### src/rtl/ucode_cfg.svh
`ifndef UCODE_CFG_SVH
`define UCODE_CFG_SVH

// ****************************************
// Instruction fields
// ****************************************

`define UC_OPCODE_W 16

// ****************************************
// Microcode ROM geometry
// ****************************************

`define UC_ENTRY_W  4
`define UC_STEP_W   2   // 4 lines per entry
`define UC_LINES    64

`endif

### src/rtl/ucode_pkg.sv
`include "ucode_cfg.svh"

package ucode_pkg;

  // Instruction as seen by the decode
  typedef struct packed {
    logic [`UC_OPCODE_W-1:0] opcode;
    logic [2:0]              modrm_reg;  // ModR/M bits 5:3
    logic                    sizeop;
  } instr_t;

  typedef struct packed {
    logic [`UC_ENTRY_W-1:0] entry;
    logic                   use_rom;
  } rom_sel_t;

  // ****************************************
  // Micro-op kinds
  // ****************************************
  typedef enum logic [3:0] {
    PASS      = 4'd0,
    PUSH_IP   = 4'd1,
    PUSH_CS   = 4'd2,
    POP_IP    = 4'd3,
    POP_CS    = 4'd4,
    POP_FLAGS = 4'd5,
    ADJ_SP    = 4'd6,
    LOAD_TGT  = 4'd7,
    LOAD_CS   = 4'd8,
    JMP_REL   = 4'd9,
    JMP_ABS   = 4'd10,
    FAULT     = 4'd11
  } uop_kind_e;

  typedef struct packed {
    uop_kind_e kind;
    logic      last;   // End of sequence
  } rom_line_t;

  typedef struct packed {
    uop_kind_e               kind;
    logic                    sizeop;
    logic [`UC_OPCODE_W-1:0] opcode;
    logic [`UC_STEP_W-1:0]   step;
    logic                    last;
  } uop_t;

endpackage

### src/rtl/opcode_rom_control.sv
`include "ucode_cfg.svh"

module opcode_rom_control
  import ucode_pkg::*;
(
  input  instr_t   instr,
  output rom_sel_t sel
);

  logic [`UC_OPCODE_W-1:0] op;
  logic                    sz_n;
  logic                    ff_call;  // FF /2, any low byte
  logic [14:0]             pt;

  always_comb begin
    op      = instr.opcode;
    sz_n    = ~instr.sizeop;
    ff_call = (instr.modrm_reg == 3'b010) && (op[15:8] == 8'hFF);

    // ****************************************
    // Product terms
    // ****************************************
    pt[0]  = (op == 16'hE800);
    pt[1]  = ff_call;
    pt[2]  = sz_n && (op ==? 16'b1100_?010_0000_0000);  // C2, CA
    pt[3]  = sz_n && (op == 16'h9A00);
    pt[4]  = sz_n && (op == 16'hCF00);
    pt[5]  = ff_call;
    pt[6]  = sz_n && ff_call;
    pt[7]  = sz_n && (op == 16'hE800);
    pt[8]  = sz_n && (op == 16'h9A00);
    pt[9]  = sz_n && (op ==? 16'b1100_?01?_0000_0000);  // C2, C3, CA, CB
    pt[10] = sz_n && (op == 16'h9A00);
    pt[11] = (op == 16'hE800);
    pt[12] = sz_n && (op == 16'hCF00);
    pt[13] = ff_call;
    pt[14] = sz_n && (op ==? 16'b1100_?010_0000_0000);

    // ****************************************
    // OR groups
    // ****************************************
    sel.entry[3] = pt[0] | pt[1];
    sel.entry[2] = pt[2];
    sel.entry[1] = pt[3] | pt[4] | pt[5];
    sel.entry[0] = pt[6] | pt[7] | pt[8] | pt[9];
    sel.use_rom  = pt[10] | pt[11] | pt[12] | pt[13] | pt[14];

    // Entry 0 is never a ROM sequence
    assert (!sel.use_rom || sel.entry != '0)
      else $error("use_rom set with entry 0, opcode %h", op);
  end

endmodule

### src/rtl/ucode_rom.sv
`include "ucode_cfg.svh"

module ucode_rom
  import ucode_pkg::*;
(
  input  logic [`UC_ENTRY_W-1:0] entry,
  input  logic [`UC_STEP_W-1:0]  step,
  output rom_line_t              line
);

  localparam int ADDR_W = $clog2(`UC_LINES);

  logic [ADDR_W-1:0] addr;

  function automatic rom_line_t mk(input uop_kind_e kind, input logic last);
    rom_line_t l;
    l.kind = kind;
    l.last = last;
    return l;
  endfunction

  assign addr = {entry, step};

  always_comb begin
    line = mk(FAULT, 1'b1);  // Unused entries and steps past the end
    case (addr)
      // ****************************************
      // Interrupt return
      // ****************************************
      {4'd2, 2'd0}: line = mk(POP_IP, 1'b0);
      {4'd2, 2'd1}: line = mk(POP_CS, 1'b0);
      {4'd2, 2'd2}: line = mk(POP_FLAGS, 1'b1);

      // ****************************************
      // Far call
      // ****************************************
      {4'd3, 2'd0}: line = mk(PUSH_CS, 1'b0);
      {4'd3, 2'd1}: line = mk(PUSH_IP, 1'b0);
      {4'd3, 2'd2}: line = mk(LOAD_CS, 1'b0);
      {4'd3, 2'd3}: line = mk(JMP_ABS, 1'b1);

      // Return with immediate
      {4'd5, 2'd0}: line = mk(POP_IP, 1'b0);
      {4'd5, 2'd1}: line = mk(ADJ_SP, 1'b1);

      // Near call rel, both sizes
      {4'd8, 2'd0},
      {4'd9, 2'd0}: line = mk(PUSH_IP, 1'b0);
      {4'd8, 2'd1},
      {4'd9, 2'd1}: line = mk(JMP_REL, 1'b1);

      // Call indirect, both sizes
      {4'd10, 2'd0},
      {4'd11, 2'd0}: line = mk(LOAD_TGT, 1'b0);
      {4'd10, 2'd1},
      {4'd11, 2'd1}: line = mk(PUSH_IP, 1'b0);
      {4'd10, 2'd2},
      {4'd11, 2'd2}: line = mk(JMP_ABS, 1'b1);

      default: ;
    endcase
  end

endmodule

### src/rtl/ucode_sequencer.sv
`include "ucode_cfg.svh"

module ucode_sequencer
  import ucode_pkg::*;
(
  input  logic                   clk,
  input  logic                   arst_n,
  input  logic                   instr_valid,
  input  instr_t                 instr,
  input  rom_sel_t               sel,
  input  rom_line_t              line,
  output logic [`UC_ENTRY_W-1:0] entry,
  output logic [`UC_STEP_W-1:0]  step,
  output logic                   busy,
  output logic                   uop_valid,
  output uop_t                   uop
);

  instr_t                instr_q;
  rom_sel_t              sel_q;
  logic [`UC_STEP_W-1:0] step_q;
  logic                  cur_last;
  uop_t                  uop_nxt;

  assign entry = sel_q.entry;
  assign step  = step_q;

  // ****************************************
  // Instruction latch and step counter
  // ****************************************
  always_ff @(posedge clk) begin
    if (instr_valid) begin
      instr_q <= instr;
      sel_q   <= sel;    // Decoded from the same instr
    end
  end

  always_ff @(posedge clk or negedge arst_n) begin
    if (!arst_n) begin
      busy   <= 1'b0;
      step_q <= '0;
    end else if (instr_valid) begin
      busy   <= 1'b1;
      step_q <= '0;
    end else if (busy) begin
      if (cur_last) busy <= 1'b0;
      else step_q <= step_q + 1'b1;
    end
  end

  // ****************************************
  // Micro-op output
  // ****************************************
  assign cur_last = sel_q.use_rom ? line.last : 1'b1;  // Single PASS otherwise

  always_comb begin
    uop_nxt.kind   = sel_q.use_rom ? line.kind : PASS;
    uop_nxt.sizeop = instr_q.sizeop;
    uop_nxt.opcode = instr_q.opcode;
    uop_nxt.step   = step_q;
    uop_nxt.last   = cur_last;
  end

  always_ff @(posedge clk or negedge arst_n) begin
    if (!arst_n) uop_valid <= 1'b0;
    else uop_valid <= busy;
  end

  always_ff @(posedge clk) begin
    if (busy) uop <= uop_nxt;
  end

  // ****************************************
  // Checks
  // ****************************************
  a_no_issue_while_busy: assert property (
    @(posedge clk) disable iff (!arst_n)
    instr_valid |-> !busy)
    else $error("instr_valid while busy");

  // A sequence must end before the counter runs out
  a_step_no_wrap: assert property (
    @(posedge clk) disable iff (!arst_n)
    busy && !cur_last |-> step_q != '1)
    else $error("step counter wrap, entry %0d", sel_q.entry);

endmodule

### src/rtl/ucode_decode_top.sv
`include "ucode_cfg.svh"

module ucode_decode_top
  import ucode_pkg::*;
(
  input  logic   clk,
  input  logic   arst_n,
  input  logic   instr_valid,
  input  instr_t instr,
  output logic   busy,
  output logic   uop_valid,
  output uop_t   uop
);

  rom_sel_t               sel;
  rom_line_t              line;
  logic [`UC_ENTRY_W-1:0] entry;
  logic [`UC_STEP_W-1:0]  step;

  // Decode runs on the live instruction
  opcode_rom_control u_decode (
    .instr (instr),
    .sel   (sel)
  );

  ucode_rom u_rom (
    .entry (entry),
    .step  (step),
    .line  (line)
  );

  ucode_sequencer u_seq (
    .clk         (clk),
    .arst_n      (arst_n),
    .instr_valid (instr_valid),
    .instr       (instr),
    .sel         (sel),
    .line        (line),
    .entry       (entry),
    .step        (step),
    .busy        (busy),
    .uop_valid   (uop_valid),
    .uop         (uop)
  );

endmodule

### config.mk
export PLATFORM = sky130hd
export DESIGN_NAME = ucode_decode_top
export DESIGN_NICKNAME = d
export VERILOG_FILES = /design/src/rtl/ucode_pkg.sv /design/src/rtl/opcode_rom_control.sv /design/src/rtl/ucode_rom.sv /design/src/rtl/ucode_sequencer.sv /design/src/rtl/ucode_decode_top.sv
export VERILOG_INCLUDE_DIRS = /design/src /design/src/rtl
export SDC_FILE = /design/constraint.sdc
export NUM_CORES = 1
export LEC_CHECK = 0
export ABC_CLOCK_PERIOD_IN_PS = 2100
export BUFFER_PORTS_ARGS = -buffer_cell sky130_fd_sc_hd__buf_2
export CORE_MARGIN = 2
export CORE_UTILIZATION = 52
export CTS_BUF_LIST = sky130_fd_sc_hd__clkbuf_8 sky130_fd_sc_hd__clkbuf_16
export CTS_CLUSTER_SIZE = 40
export DETAILED_ROUTE_END_ITERATION = 12
export GPL_TIMING_DRIVEN = 0
export HOLD_SLACK_MARGIN = 0.12
export PLACE_DENSITY = 0.88
export SLEW_MARGIN = 10
export SYNTH_ARGS = -nofsm -noshare
export SYNTH_HDL_FRONTEND = slang
export SYNTH_SLANG_ARGS = --single-unit
### constraint.sdc
create_clock -name clk -period 2.1 [get_ports clk]
set_input_delay 0.105 -clock clk [delete_from_list [all_inputs] [get_ports clk]]
set_output_delay 0.105 -clock clk [all_outputs]
set_load 0.05 [all_outputs]
# ---- After elaboration in Yosys (flattened, before gate mapping)
# Index checks and enable logic that the tools add are counted.
dict set report totals {
  regBits 50
  latchBits 0
  mem_bits_rw 0
  mem_bits_ro 0
  in_bits 23
  output_inout_bits 26
  n_memories 0
}
dict set report op_classes {
  n_addsub 1
  multipliers 0
  div_mod_pow 0
  order_cmp 0
  n_eq_ne 27
  n_shift 0
  muxes 8
  bitwise_logic 11
  n_reduce_logical 14
}
# operator n
set op_table {}
lappend op_table {{$eq 6x6->1 const B} 10}
lappend op_table {{$pmux 5 s10} 1}
lappend op_table {{$eq 16x16->1 const B} 3}
lappend op_table {{$eq 6x4->1 const B} 7}
lappend op_table {{$eq 15x15->1 const B} 1}
lappend op_table {{$eq 14x14->1 const B} 1}
lappend op_table {{$eq 6x5->1 const B} 2}
lappend op_table {{$or 1x1->1} 10}
lappend op_table {{$eq 8x8->1 const B} 1}
lappend op_table {{$logic_and 1x1->1} 7}
lappend op_table {{$mux 2} 3}
lappend op_table {{$reduce_or 2->1} 3}
lappend op_table {{$reduce_or 5->1} 1}
lappend op_table {{$mux 1} 4}
lappend op_table {{$eq 3x2->1 const B} 1}
lappend op_table {{$reduce_or 3->1} 1}
lappend op_table {{$add 2x1->2 const B} 1}
lappend op_table {{$ne 2x2->1 const B} 1}
lappend op_table {{$reduce_and 2->1} 1}
lappend op_table {{$reduce_bool 2->1} 1}
lappend op_table {{$not 1->1} 1}

# ---- Longest topological paths before layout
dict set report depth {
  word_depth 7
  depth_mapped 7
}

# ---- Cells and area by module
# From an unflattened synthesis, not the netlist that was laid out.
dict set report hier_totals {
  hier_cells 125
  area_unflattened_um2 2073.2
}
# mod instances cells_each area_per_inst_um2
set modules_own_cells {}
lappend modules_own_cells {ucode_sequencer 1 68 1624.1}
lappend modules_own_cells {opcode_rom_control 1 29 240.2}
lappend modules_own_cells {ucode_rom 1 28 209.0}

# ---- Worst setup path after synthesis
# OpenSTA, ideal clock, no wires.
dict set report synth_timing {
  path_kind {register -> register}
  start {reg u_seq.step_q[1] (netlist: u_seq.step[1])}
  end {reg u_seq.step_q[0] (netlist: u_seq.step[0])}
  arrival_time_ps 1636
  path_slack_ps 385
  stages_incl_launch_ff 8
  period_less_slack_ps 1715
  cell_sequence {dfrtp_1 inv_1 ha_1 nand4b_1 a31o_2 a31oi_2 nand4_1 a21oi_1}
}
dict set report synth_via {
  elab_chain_len 6
  word_cells_on_any_way 28
}
# item line
set synth_lines {}
lappend synth_lines {{from (decl)} ucode_sequencer.sv:21} ;# logic [`UC_STEP_W-1:0] step_q;
lappend synth_lines {{from (signal assigned)} ucode_sequencer.sv:47} ;# else step_q <= step_q + 1'b1;
lappend synth_lines {{$eq 6x4->1 (tied with other cells)} ucode_rom.sv:26} ;# case (addr)
lappend synth_lines {{$reduce_or 5->1 (no source line) (tied with other cells)} --}
lappend synth_lines {{$pmux 5 s10 (*)} ucode_rom.sv:26}
lappend synth_lines {{$mux 1 (*)} ucode_sequencer.sv:54} ;# assign cur_last = sel_q.use_rom ? line.last : 1'b1;
lappend synth_lines {{$ne 2x2->1 (no source line) (*)} --}
lappend synth_lines {{$reduce_and 2->1 (no source line) (*)} --}
# Every way passes the cells marked *; elsewhere a longest branch is shown, timed or not.
# A chain may end at the register's enable or synchronous reset.

# ---- Worst setup path after layout
dict set report layout_timing {
  start {reg u_seq.step_q[1] (netlist: u_seq.step[1])}
  end {reg u_seq.step_q[1] (netlist: u_seq.step[1])}
}
dict set report layout_via {
  elab_chain_len 6
  word_cells_on_any_way 32
}
# item line
set layout_lines {}
lappend layout_lines {{$eq 6x4->1 (tied with other cells)} ucode_rom.sv:26}
lappend layout_lines {{$reduce_or 5->1 (no source line) (tied with other cells)} --}
lappend layout_lines {{$pmux 5 s10} ucode_rom.sv:26}
lappend layout_lines {{$mux 1} ucode_sequencer.sv:54}
lappend layout_lines {{$ne 2x2->1 (no source line)} --}
lappend layout_lines {{$reduce_and 2->1 (no source line)} --}
# Parallel ways exist; a longest one is shown, timed or not. The select of a mux whose other input is x is not followed.

==> flow_summary.ini <==
[clock_network]
numCtsBuffers = 5
cts-root-buf = clkbuf_8
htreeDepth = 2
clk_path_buf_depth = 2
cts_tree = yes
clk_latency_ps = 300
clk_pin_slew_ps = 80
cts_setup_buffers = 0
cts.sinks = 50

[worst_setup_path]
critical-path-top-delay-family = compound AO/OA/AOI/OAI gates
crit_required_ps = 2250
worst-path-max-fanout = 7
crit_chain = inv_1 -> ha_2 -> nand4b_1 -> a31o_2 -> a31oi_4 -> a31o_1 -> a21oi_1
crit_slowest_cell = dfrtp_1
end_kind = register
path_buf_inv = 1
critPathKind = register to register
arrival_ps = 2170
slowest_delay_ps = 420
worst_setup_path_start_kind = register

[routing]
wl_met3_um = 157
met2_length_um = 2310
ant_nets = 0
routedWlPerCell_um = 16.1
top_layer_used = met4
num_vias = 1418
drt-pass1-iter-count = 5
routed_wl_um = 4100
drt_iter0_markers = 115
drc = 0
wl_met1_um = 1450
via_per_inst = 5.56

[yosys]
synth_edf_count = 46
synth.distinct_cells = 38
synth-adder-area-share = 0.0249
yosys_register_bits = 50
synth.area.mux_share = 0.00497
ys_warn_count = 0
netlist_area_sq_um = 2010
yosysSeqAreaShare = 0.736
synth_compound_area_frac = 0.0970
async_reset_ff_frac = 0.0800
synthCells = 132
synth-xor-area-share = 0
synth_nets = 159
avgSynthCellArea_sq_um = 15.3
synth_top_family_by_area = simple AND/OR/NAND/NOR gates
synth_ff_type = edfxtp_1
synth-simple-area-share = 0.122

[power]
power.density_nw_per_um2 = 806
leakagePower_nw = 0.997
vdd_drop_max_v = 0.000546

[sta]
period_share = 0.962
setup_violations = 0
period_needed_ps = 2020
worstMarginPinSlew_ps = 1140
drv_slew = 0
hold_viol = 0
slew_headroom = 0.241
grt_setup_unrepaired = no
finalClockSkew_ps = 6.25
clock.fmax_ghz = 0.495
setup_tns_ps = 0

[grt]
grt_antenna_before_repair = 0
track_usage = 0.209
grt_pass1_vias = 1425
grt_pass1_wl_um = 6490
grt-ovfl-total = 0
grt_max_degree = 32

[placement]
place_congestion = 0.889
place_area_sq_um = 2310
hpwl_um = 2650
numPortBuffers = 48

[flow_run]
maxCapViolCount = 0

[cells_and_area]
final_nets = 233
final_layout_size_suffix_gt1_frac = 0.324
diodes = 0
syn_to_final_growth_pct = 30.3
finalInstanceArea_sq_um = 2620

[floorplanning]
die_w_um = 66.2
core-area_sq_um = 3690
die_y_um = 66.2
die_area_sq_um = 4390
start_util = 0.546
pin_count = 49
num_rows = 22

[hold_path]
hold_path_class = input port to register

[outcome]
status = complete, no violations
synthesized netlist by cell type, types with 2 or more instances:
master    instances  area, sq um
edfxtp_1         46         1380
nand2_1           9         33.8
a21oi_1           8         40.0
nor2_1            5         18.8
dfrtp_1           4          100
ha_1              4         50.1
inv_1             4         15.0
nand4_1           4         25.0
o21ai_0           4         20.0
a31o_2            3         26.3
nand3b_1          3         22.5
nor4_1            3         18.8
a21o_1            2         15.0
clkbuf_2          2         10.0
nand2b_1          2         12.5
nand3_1           2         10.0
nand4b_1          2         17.5
nor2b_1           2         12.5
o21ai_1           2         10.0
or3b_1            2         17.5
or4_1             2         15.0
logic make-up after synthesis:
logic type               count (synthesis)
flip-flops                              50
AND/OR/NAND/NOR                         41
AO/OA/AOI/OAI                           29
buffers and inverters                    7
adder cells (fa/ha/maj)                  4
multiplexers                             1
state kept, by name, summed over array words and instances (netlist names):
name	cells
u_seq.uop	24
u_seq.instr_q	17
u_seq.entry	4
u_seq.step	2
u_seq.busy	1
u_seq.sel_q	1
u_seq.uop_valid	1
cell usage in the layout, fill, tap and decap left out, types with 2 or more instances in the layout:
master         count
o21ai_1            2
nand3b_1           3
buf_2             49
nand3_1            2
ha_1               3
edfxtp_1          46
nand2_1            9
nand2b_1           2
clkbuf_2           2
nand4_1            4
or3b_1             2
or4_1              2
clkinv_4           2
o21ai_0            4
dfrtp_1            4
a31o_2             3
inv_1              4
nor4_1             3
nand4b_1           2
a21oi_1            8
a21o_1             2
nor2_1             5
nor2b_1            2
clkbuf_8           6
dlygate4sd3_1     19
final cells by class:
cell class,count,area [sq um]
clock inverter,2,17.5
tap,48,60.1
inverter,4,15.0
timing repair buffer,67,430
sequential,50,1480
buffer,3,15.0
multi-input combinational,75,520
clock buffer,6,82.6
fill,267,1070
what timing repair did:
item | 4_1_cts | 5_1_grt
gates resized for setup | 0 | 3
hold buffers | 18 | 1
hold endpoints to repair | 21 | 1
setup endpoints to repair | 0 | 3
layer usage:
layer  global-route usage  vias to the layer above
met3               0.0528                       16
met1                0.203                      680
li1                     -                      667
met4                0.133                        0
met2                0.388                       55
met5                    0                        -
per-stage QoR:
stage / setup slack (ps) / hold slack, ps / utilization / total power [mW] / std cells
after floorplan: 385 / -191 / - / 1.43 / 132
after global placement: 230 / -91.3 / 0.627 / 1.51 / 228
after detailed placement: 29.9 / -79.0 / 0.627 / 1.53 / 228
after CTS: 10.4 / 134 / 0.703 / 2.12 / 254
after global routing: 0.668 / 321 / 0.711 / 2.20 / 255
final: 80.3 / 313 / 0.711 / 2.11 / 255
where the power goes:
| part | total, mW | leakage, nW | switching [mW] | internal (mW) |
|---|---|---|---|---|
| logic | 0.327 | 0.444 | 0.233 | 0.0940 |
| registers | 1.21 | 0.502 | 0.0368 | 1.17 |
| clock network | 0.575 | 0.0514 | 0.304 | 0.271 |
worst paths after layout:
| check | depth (start not counted) | slack [ps] | to | start |
|---|---|---|---|---|
| setup / recovery | 7 | 80 | u_seq.step[1] | u_seq.step[1] |
| hold / removal | 1 | 310 | u_seq.instr_q[19] | instr_valid |
| setup reg to reg | 7 | 80 | u_seq.step[1] | u_seq.step[1] |
| hold reg to reg | 0 | 420 | u_seq.uop[5] | u_seq.instr_q[6] |
| max in group asynchronous | 3 | 1300 | u_seq.step[1] | arst_n |
| min in group asynchronous | 3 | 670 | u_seq.uop_valid | arst_n |
Power figures use the tool's default switching activity.
